### src/verilog/rename_macros.svh
// sizes are fixed together: the free list depth must equal physical tags minus arch registers
`ifndef RENAME_MACROS_SVH
`define RENAME_MACROS_SVH

// register counts
`define RN_ARCH_REGS 32
`define RN_PHYS_REGS 64

// reorder buffer lines, a power of two so pointers wrap by themselves
`define RN_ROB_DEPTH 16

// data and opaque instruction body
`define RN_XLEN 64
`define RN_PAYLOAD_BITS 32

// index widths
`define RN_ARCH_BITS 5
`define RN_TAG_BITS 6
`define RN_LINE_BITS 4

// spare tags beyond the architectural ones
`define RN_FREE_DEPTH (`RN_PHYS_REGS - `RN_ARCH_REGS)

`endif

### src/verilog/rn_port_pkg.sv
// records seen at the rename unit boundary; the payload is opaque and never decoded here
`default_nettype none

`include "rename_macros.svh"

package rn_port_pkg;

    typedef logic [`RN_ARCH_BITS-1:0] arch_addr_t;
    typedef logic [`RN_TAG_BITS-1:0] phys_tag_t;
    typedef logic [`RN_XLEN-1:0] xlen_t;
    typedef logic [`RN_PAYLOAD_BITS-1:0] payload_t;

    // decoded instruction entering rename
    typedef struct packed {
        logic uses_rs1;
        logic uses_rs2;
        logic uses_rd;
        arch_addr_t rs1;
        arch_addr_t rs2;
        arch_addr_t rd;
        payload_t payload;
    } dispatch_t;

    // operands handed to the function unit
    typedef struct packed {
        logic [`RN_LINE_BITS-1:0] line;
        phys_tag_t prd;
        xlen_t rs1_data;
        xlen_t rs2_data;
        payload_t payload;
    } issue_t;

    typedef struct packed {
        logic valid;
        logic [`RN_LINE_BITS-1:0] line;
        phys_tag_t prd;
        xlen_t data;
    } writeback_t;

    // retired instruction, rd is zero when there is no destination
    typedef struct packed {
        arch_addr_t rd;
        phys_tag_t prd;
        phys_tag_t lprd;
        payload_t payload;
    } commit_t;

endpackage

`default_nettype wire

### src/verilog/free_list.sv
// free tag FIFO; never holds more than RN_FREE_DEPTH tags, and releasing tag 0 is ignored
`timescale 1ns/1ps

`include "rename_macros.svh"

`default_nettype none

module free_list (
    input  wire                   clk,
    input  wire                   reset,
    input  wire                   alloc,
    output rn_port_pkg::phys_tag_t alloc_tag,
    output logic                  empty,
    input  wire                   release_valid,
    input  rn_port_pkg::phys_tag_t release_tag,
    input  wire                   commit_take,
    input  wire                   flush
);

    import rn_port_pkg::*;

    // extra msb tells full from empty
    localparam int PTR_BITS = $clog2(`RN_FREE_DEPTH) + 1;

    phys_tag_t store [`RN_FREE_DEPTH];
    logic [PTR_BITS-1:0] rd_ptr;
    logic [PTR_BITS-1:0] wr_ptr;
    // read pointer as seen by retired instructions only
    logic [PTR_BITS-1:0] cmt_rd_ptr;
    logic do_release;

    assign do_release = release_valid && (release_tag != '0);
    assign empty = (rd_ptr == wr_ptr);
    assign alloc_tag = store[rd_ptr[PTR_BITS-2:0]];

    always_ff @(posedge clk) begin
        if (reset) begin
            for (int i = 0; i < `RN_FREE_DEPTH; i++) begin
                store[i] <= phys_tag_t'(`RN_ARCH_REGS + i);
            end
            rd_ptr <= '0;
            wr_ptr <= PTR_BITS'(`RN_FREE_DEPTH);
            cmt_rd_ptr <= '0;
        end else begin
            if (do_release) begin
                store[wr_ptr[PTR_BITS-2:0]] <= release_tag;
                wr_ptr <= wr_ptr + 1'b1;
            end
            if (commit_take) begin
                cmt_rd_ptr <= cmt_rd_ptr + 1'b1;
            end
            // in-flight tags sit between cmt_rd_ptr and rd_ptr
            if (flush) begin
                rd_ptr <= cmt_rd_ptr;
            end else if (alloc) begin
                rd_ptr <= rd_ptr + 1'b1;
            end
        end
    end

endmodule

`default_nettype wire

### config.mk
export PLATFORM = sky130hd
export DESIGN_NAME = free_list
export DESIGN_NICKNAME = d
export VERILOG_FILES = /design/src/verilog/rn_port_pkg.sv /design/src/verilog/free_list.sv
export VERILOG_INCLUDE_DIRS = /design/src /design/src/verilog
export SDC_FILE = /design/constraint.sdc
export NUM_CORES = 1
export LEC_CHECK = 0
export ABC_AREA = 1
export BUFFER_PORTS_ARGS = -buffer_cell sky130_fd_sc_hd__buf_2
export CAP_MARGIN = 5
export CELL_PAD_IN_SITES_DETAIL_PLACEMENT = 1
export CELL_PAD_IN_SITES_GLOBAL_PLACEMENT = 1
export CORE_MARGIN = 2
export CORE_UTILIZATION = 49
export CTS_CLUSTER_DIAMETER = 50
export DETAILED_ROUTE_END_ITERATION = 8
export GPL_TIMING_DRIVEN = 0
export PLACE_DENSITY = 0.8
export SYNTH_ARGS = -nofsm -noshare
export SYNTH_HDL_FRONTEND = slang
export SYNTH_SLANG_ARGS = --single-unit
### constraint.sdc
create_clock -name clk -period 2.06 [get_ports clk]
set_input_delay 0.103 -clock clk [delete_from_list [all_inputs] [get_ports clk]]
set_output_delay 0.103 -clock clk [all_outputs]
set_load 0.01 [all_outputs]
==> results of run 1 <==
-- placed cells by master, fill, tap and decap left out, types with 9 or more instances in the layout --
cell and n:
nor2_1 45, nand3_2 40, edfxtp_1 192, o21ai_0 11
clkbuf_16 32, dfxtp_1 21, buf_6 10, nand2_2 19
nand3_1 116, nor3_1 71, o21ai_2 19, o21ai_4 9
buf_4 19, clkbuf_1 28, buf_2 30, nand2_1 409
a21oi_1 11, nor3_2 12, inv_1 39
-- cell families (layout without fill, tap and decap cells) --
group	Yosys count	after routing	share of synthesized area
adder cells (fa/ha/maj)	6	6	0.007251
AND/OR/NAND/NOR	723	723	0.3016
flip-flops	215	215	0.6013
XOR/XNOR	5	5	0.004229
buffers and inverters	131	217	0.05752
AO/OA/AOI/OAI	55	55	0.02804
-- state kept, by name, indices dropped and copies added, names as in the netlist, named ones only --
signal / cells
cmt_rd_ptr: 6
rd_ptr: 6
store: 192
wr_ptr: 6
-- layer usage --
metal  GRT usage  share of wire  wire [um]  vias to the layer above
met5           0              0          0                        -
met4      0.1643          0.052       1980                        0
met3     0.06636          0.088       3385                      138
met2      0.5466           0.48      18350                      509
met1      0.4298           0.38      14530                     4551
li1            -              -          -                     3972
-- power by group through the flow --
stage / logic, mW / clock network (mW) / registers [mW]
finish: 1.34 / 5.06 / 4.86
global route: 1.41 / 5.22 / 4.87
CTS: 1.17 / 5.06 / 4.86
detailed placement: 1.03 / 0 / 4.95
global placement: 1.00 / 0 / 4.95
floorplan: 0.625 / 0 / 4.93
-- tightest hold or removal path: stages --
cell    delay, ns
buf_2        0.08
inv_2        0.07
nor3_1       0.19
-- through the flow --
stage	hold WS (ns)	setup TNS, ns	total power, mW	instances
after floorplan	0.1721	0	5.559	1135
after global placement	0.3630	-37.40	5.947	1427
after detailed placement	0.3691	-45.87	5.983	1427
after CTS	0.009405	-5.563	11.09	1489
after global routing	0.03633	-4.150	11.50	1496
final	0.02137	-2.185	11.27	1496
-- path summary, 6_finish.rpt --
kind,startpoint,endpoint,slack (ns)
max,flip-flop,alloc_tag[1],-0.27
min,release_tag[4],store[14][4]$_SDFFCE_PN0P_,0.02
max reg2reg,wr_ptr[2]$_SDFFE_PP0P_,store[21][3]$_SDFFCE_PN0P_,-0.06
min reg2reg,cmt_rd_ptr[0]$_SDFFE_PP0P_,cmt_rd_ptr[0]$_SDFFE_PP0P_,0.52
-- final cells by class --
| class | count | area, um^2 |
|---|---|---|
| fillers | 2301 | 8240 |
| flip-flops and latches | 215 | 6228 |
| multi-input cells | 789 | 3960 |
| clock buffers | 31 | 732.0 |
| plain buffers | 85 | 616.8 |
| repair buffers | 35 | 350.3 |
| well taps | 275 | 344.1 |
| clock inverters | 21 | 232.7 |
| inverters | 45 | 183.9 |
-- timing repair --
item	4_1_cts	5_1_grt
buffers inserted	3	4
endpoints found under the setup margin	174	125
gates cloned	1	4
resized for setup	127	80
hold buffers	6	0
endpoints found under the hold margin	15	0
pin swaps	4	17
==> results.sh, run 1 <==
export IMPL_min_path_cells=3
export IMPL_synth_edff_count=192
export IMPL_cts_root_buffer="clkbuf_16"
export IMPL_switchingPower_mw=3.055
export IMPL_die_area_mm2=0.02231
export IMPL_outcome="finished, violations left"
export IMPL_syn_nets=1153
export IMPL_cp_depth=13
export IMPL_final_setup_viol_count=24
export IMPL_place_ws_ns=-0.4563
export IMPL_numCtsBuffers=28
export IMPL_yosys_area_top_type="edfxtp_1"
export IMPL_synth_commonest_cells="nand2_1, edfxtp_1, nand3_1"
export IMPL_ys_warn_count=0
export IMPL_layout_nets=1217
export IMPL_crit_fanout=7
export IMPL_path_common_cell="nand2_1"
export IMPL_drtPass1Iterations=5
export IMPL_synth_cells=1135
export IMPL_grt_pass1_wl_mm=54.81
export IMPL_grt_overflow_total=0
export IMPL_worst_path_max_delay_cell="dfxtp_2"
export IMPL_cts_sinks=215
export IMPL_period_minus_slack_ns=2.330
export IMPL_synth_area_mm2=0.01035
export IMPL_synthArstFlopShare=0
export IMPL_powerDensity_mw_per_mm2=890.8
export IMPL_crit_family="buffers and inverters"
export IMPL_crit_path_start_kind="flip-flop"
export IMPL_yosysUniqueCellTypes=29
export IMPL_cts_clk_slew_worst_paths_ns=0.06
export IMPL_grt_pass1_vias=9243
export IMPL_routedWlPerCell_um=25.57
export IMPL_seq_area_frac_synth=0.6013
export IMPL_cp_arrival_ns=2.23
export IMPL_synth_area_leaders="edfxtp_1, nand2_1, nand3_1, dfxtp_1, nor3_1"
export IMPL_core_area_mm2=0.02089
export IMPL_dpl_hpwl_mm=24.73
export IMPL_die_h_um=149.4
export IMPL_synth_most_common_cell="nand2_1"
export IMPL_synth_seq_cells=215
export IMPL_worstPathCellList="buf_8 > inv_8 > buf_12 > clkbuf_16 > nand2_1 > nand3_2 > nand3_2 > nand2_2 > nand2_1 > nand2_1 > nand2_1 > nand2_1 > buf_2"
export IMPL_ios=19
export IMPL_dpl_cell_area_mm2=0.01078
export IMPL_slew_violations=0
export IMPL_violations="negative setup slack"
export IMPL_final_antenna_net_count=0
export IMPL_netlist_area_leader_share=0.5569
export IMPL_final_core_util=0.6055
export IMPL_grt_max_degree=15
export IMPL_wl_mm=38.25
export IMPL_worst_hold_path_type="primary input to flip-flop"
export IMPL_clockBufferDepth=3
export IMPL_areaGrowthSynthToFinish_pct=22.16
export IMPL_endpoint_kind="output pin"
export IMPL_relSlewSlack=0.2390
export IMPL_gp_congestion=0.9415
export IMPL_critPathKind="flip-flop to output pin"
export IMPL_viasPerCell=6.130
export IMPL_grt_setup_unrepaired="true"
export IMPL_max_cap_violations=0
export IMPL_p_sw_frac=0.2711
export IMPL_worst_r2r_cell_count=6
export IMPL_antenna_found_initial=0
export IMPL_drt_iter0_drc=918
export IMPL_cts_tree="built"
export IMPL_seq_power_share=0.431
export IMPL_syn_avg_cell_area_um2=9.122
export IMPL_hold_violations=0
export IMPL_die_x_um=149.4
export IMPL_rows=53
export IMPL_critPathMaxStageDelay_ns=0.33
export IMPL_grtUsageTotal=0.3355
export IMPL_combinationalPowerShare=0.119
export IMPL_portBuffers=17
export IMPL_synthFlopType="edfxtp_1"
export IMPL_final_area_mm2=0.01265
export IMPL_cp_data_required_time_ns=1.96
export IMPL_cts_htree_levels=1
export IMPL_drive_gt1_frac=0.2064
export IMPL_setup_ws_ns=-0.2704
export IMPL_path_buf_inv=5
export IMPL_initial_core_util=0.4957
export IMPL_peakVddDrop_mv=0.6437
export IMPL_drc=0
export IMPL_timing_fmax_mhz=429.1
export IMPL_p_leak_nw=4.514
export IMPL_clock_skew_ns=0.02660
export IMPL_tightest_slew_ns=1.141
export IMPL_p_clk_frac=0.449
export IMPL_antenna_cells=0
export IMPL_post_route_period_util=1.131
export IMPL_clk_latency_ns=0.56
export IMPL_internal_power_mw=8.213
export IMPL_vias=9170
Note: power is estimated with default switching activity, not from simulation.
==> run 2: changes to the inputs <==
CORE_UTILIZATION = 40   (was 49)
PLACE_DENSITY = 0.67   (was 0.8)
==> results.sh, run 2 (same netlist as run 1, synthesis figures left out) <==
export IMPL_outcome="finished, violations left"
export IMPL_violations="max-capacitance violations, max-slew violations, negative setup slack"
export IMPL_clockBufferDepth=3
export IMPL_critPathKind="flip-flop to output pin"
export IMPL_dpl_hpwl_mm=25.64
export IMPL_antenna_cells=0
export IMPL_cts_sinks=215
export IMPL_cts_tree="built"
export IMPL_dpl_cell_area_mm2=0.01085
export IMPL_p_leak_nw=4.492
export IMPL_cp_arrival_ns=2.18
export IMPL_dp_cells=1482
export IMPL_critPathMaxStageDelay_ns=0.34
export IMPL_wl_mm=37.96
export IMPL_final_core_util=0.5066
export IMPL_clk_latency_ns=0.55
export IMPL_grt_overflow_total=0
export IMPL_grt_setup_unrepaired="true"
export IMPL_grt_pass1_vias=8627
export IMPL_crit_family="buffers and inverters"
export IMPL_slew_violations=11
export IMPL_routedWlPerCell_um=24.52
export IMPL_die_area_mm2=0.02719
export IMPL_worst_path_max_delay_cell="dfxtp_2"
export IMPL_layout_common_cells="nand2_1, edfxtp_1, nand3_1, nor3_1, nand3_2"
export IMPL_post_route_period_util=1.106
export IMPL_areaGrowthSynthToFinish_pct=23.92
export IMPL_peakVddDrop_mv=0.5067
export IMPL_timing_fmax_mhz=438.8
export IMPL_p_clk_frac=0.421
export IMPL_gp_congestion=0.8599
export IMPL_switchingPower_mw=2.854
export IMPL_grtUsageTotal=0.2784
export IMPL_p_sw_frac=0.2648
export IMPL_viasPerCell=5.635
export IMPL_layout_nets=1219
export IMPL_path_common_cell="nand2_1"
export IMPL_initial_core_util=0.4088
export IMPL_internal_power_mw=7.924
export IMPL_combinationalPowerShare=0.128
export IMPL_max_cap_violations=1
export IMPL_final_antenna_net_count=0
export IMPL_final_instance_count_excl_fill=1548
export IMPL_crit_fanout=8
export IMPL_final_common_cell="nand2_1"
export IMPL_cts_htree_levels=1
export IMPL_cp_data_required_time_ns=1.96
export IMPL_drc=0
export IMPL_grt_pass1_wl_mm=54.35
export IMPL_hold_violations=0
export IMPL_powerDensity_mw_per_mm2=840.0
export IMPL_core_area_mm2=0.02533
export IMPL_die_h_um=164.9
export IMPL_largest_reg_flops=192
export IMPL_endpoint_kind="output pin"
export IMPL_path_buf_inv=5
export IMPL_portBuffers=17
export IMPL_hold_ws_ns=0.02393
export IMPL_worstPathCellList="buf_12 > clkinv_8 > buf_12 > buf_8 > nand2_1 > nand3_1 > nand3_2 > nand2_1 > nand2_2 > nand2_1 > nand2_1 > nand2_2 > buf_6"
export IMPL_setup_tns_ns=-1.286
export IMPL_final_area_mm2=0.01283
export IMPL_relSlewSlack=-0.02179
export IMPL_setup_ws_ns=-0.2191
export IMPL_ios=19
export IMPL_antenna_found_initial=0
export IMPL_cts_clk_slew_worst_paths_ns=0.06
export IMPL_drive_gt1_frac=0.2225
export IMPL_numCtsBuffers=27
export IMPL_drt_iter0_drc=692
export IMPL_grt_max_degree=14
export IMPL_final_setup_viol_count=6
export IMPL_die_x_um=164.9
export IMPL_drtPass1Iterations=5
export IMPL_period_minus_slack_ns=2.279
export IMPL_vias=8723
export IMPL_crit_path_start_kind="flip-flop"
export IMPL_tightest_slew_ns=1.533
export IMPL_rows=58
export IMPL_cts_root_buffer="clkbuf_16"
export IMPL_regMostFlops="store"
export IMPL_seq_power_share=0.451
export IMPL_worst_hold_path_type="primary input to flip-flop"
export IMPL_clock_skew_ns=0.01200
## run 2: cell count changes in the layout (fill, tap and decap cells not counted), moves of 6 or more
cell	previous run	this run
clkbuf_1	28	38
nand3_1	116	110
nand2_1	409	390
nand2_2	19	37
nand3_2	40	46
o21ai_4	9	18
o21ai_2	19	10
## run 2: layout make-up
| type | instances | area, um^2 |
|---|---|---|
| Clock buffer | 36 | 709.4 |
| Inverter | 45 | 192.7 |
| Clock inverter | 10 | 113.9 |
| Timing Repair Buffer | 37 | 447.9 |
| Sequential cell | 215 | 6228 |
| Fill cell | 2854 | 12500 |
| Buffer | 86 | 611.8 |
| Tap cell | 330 | 412.9 |
| Multi-Input combinational cell | 789 | 4113 |
## run 2: timing repair
item,CTS,global route
cloned,4,4
resized for setup,139,104
hold buffers,5,0
hold endpoints to repair,14,0
endpoints found under the setup margin,174,158
pin swaps,12,26
setup buffers,4,3
## run 2: routing by layer
metal	wire, um	GRT usage	share of wire	vias to the layer above
li1	-	-	-	3975
met1	16440	0.3800	0.43	4365
met2	17950	0.4559	0.47	298
met3	2093	0.03240	0.055	85
met4	1474	0.1071	0.039	0
met5	0	0	0	-
## run 2: final timing paths
check                         start                          to  slack, ns  cells past startpoint
max                       flip-flop                alloc_tag[0]      -0.22                     13
min reg2reg  wr_ptr[5]$_SDFFE_PP1P_      wr_ptr[5]$_SDFFE_PP1P_       0.52                      2
max reg2reg  wr_ptr[1]$_SDFFE_PP0P_  store[13][5]$_SDFFCE_PN1P_       0.09                      5
min                           flush      rd_ptr[3]$_SDFFE_PP0N_       0.02                      3
## run 2: metrics by stage
step                power [mW]  setup slack, ns
CTS                      10.66          -0.2322
finish                   10.78          -0.2191
floorplan                5.559           0.2197
detailed placement       6.001          -0.5065
global route             11.06          -0.3039
global placement         5.978          -0.4533
## run 2: worst min-delay path, delay by kind of cell
kind / cells / cell delay, ns
buffers and inverters: 2 / 0.31
AO/OA/AOI/OAI: 1 / 0.10
## run 2: power groups by stage
stage / registers, mW / logic [mW] / clock network (mW)
2_1_floorplan: 4.93 / 0.625 / 0
3_3_place_gp: 4.95 / 1.03 / 0
3_5_place_dp: 4.95 / 1.05 / 0
4_1_cts: 4.86 / 1.22 / 4.57
5_1_grt: 4.87 / 1.46 / 4.72
6_report: 4.86 / 1.38 / 4.54
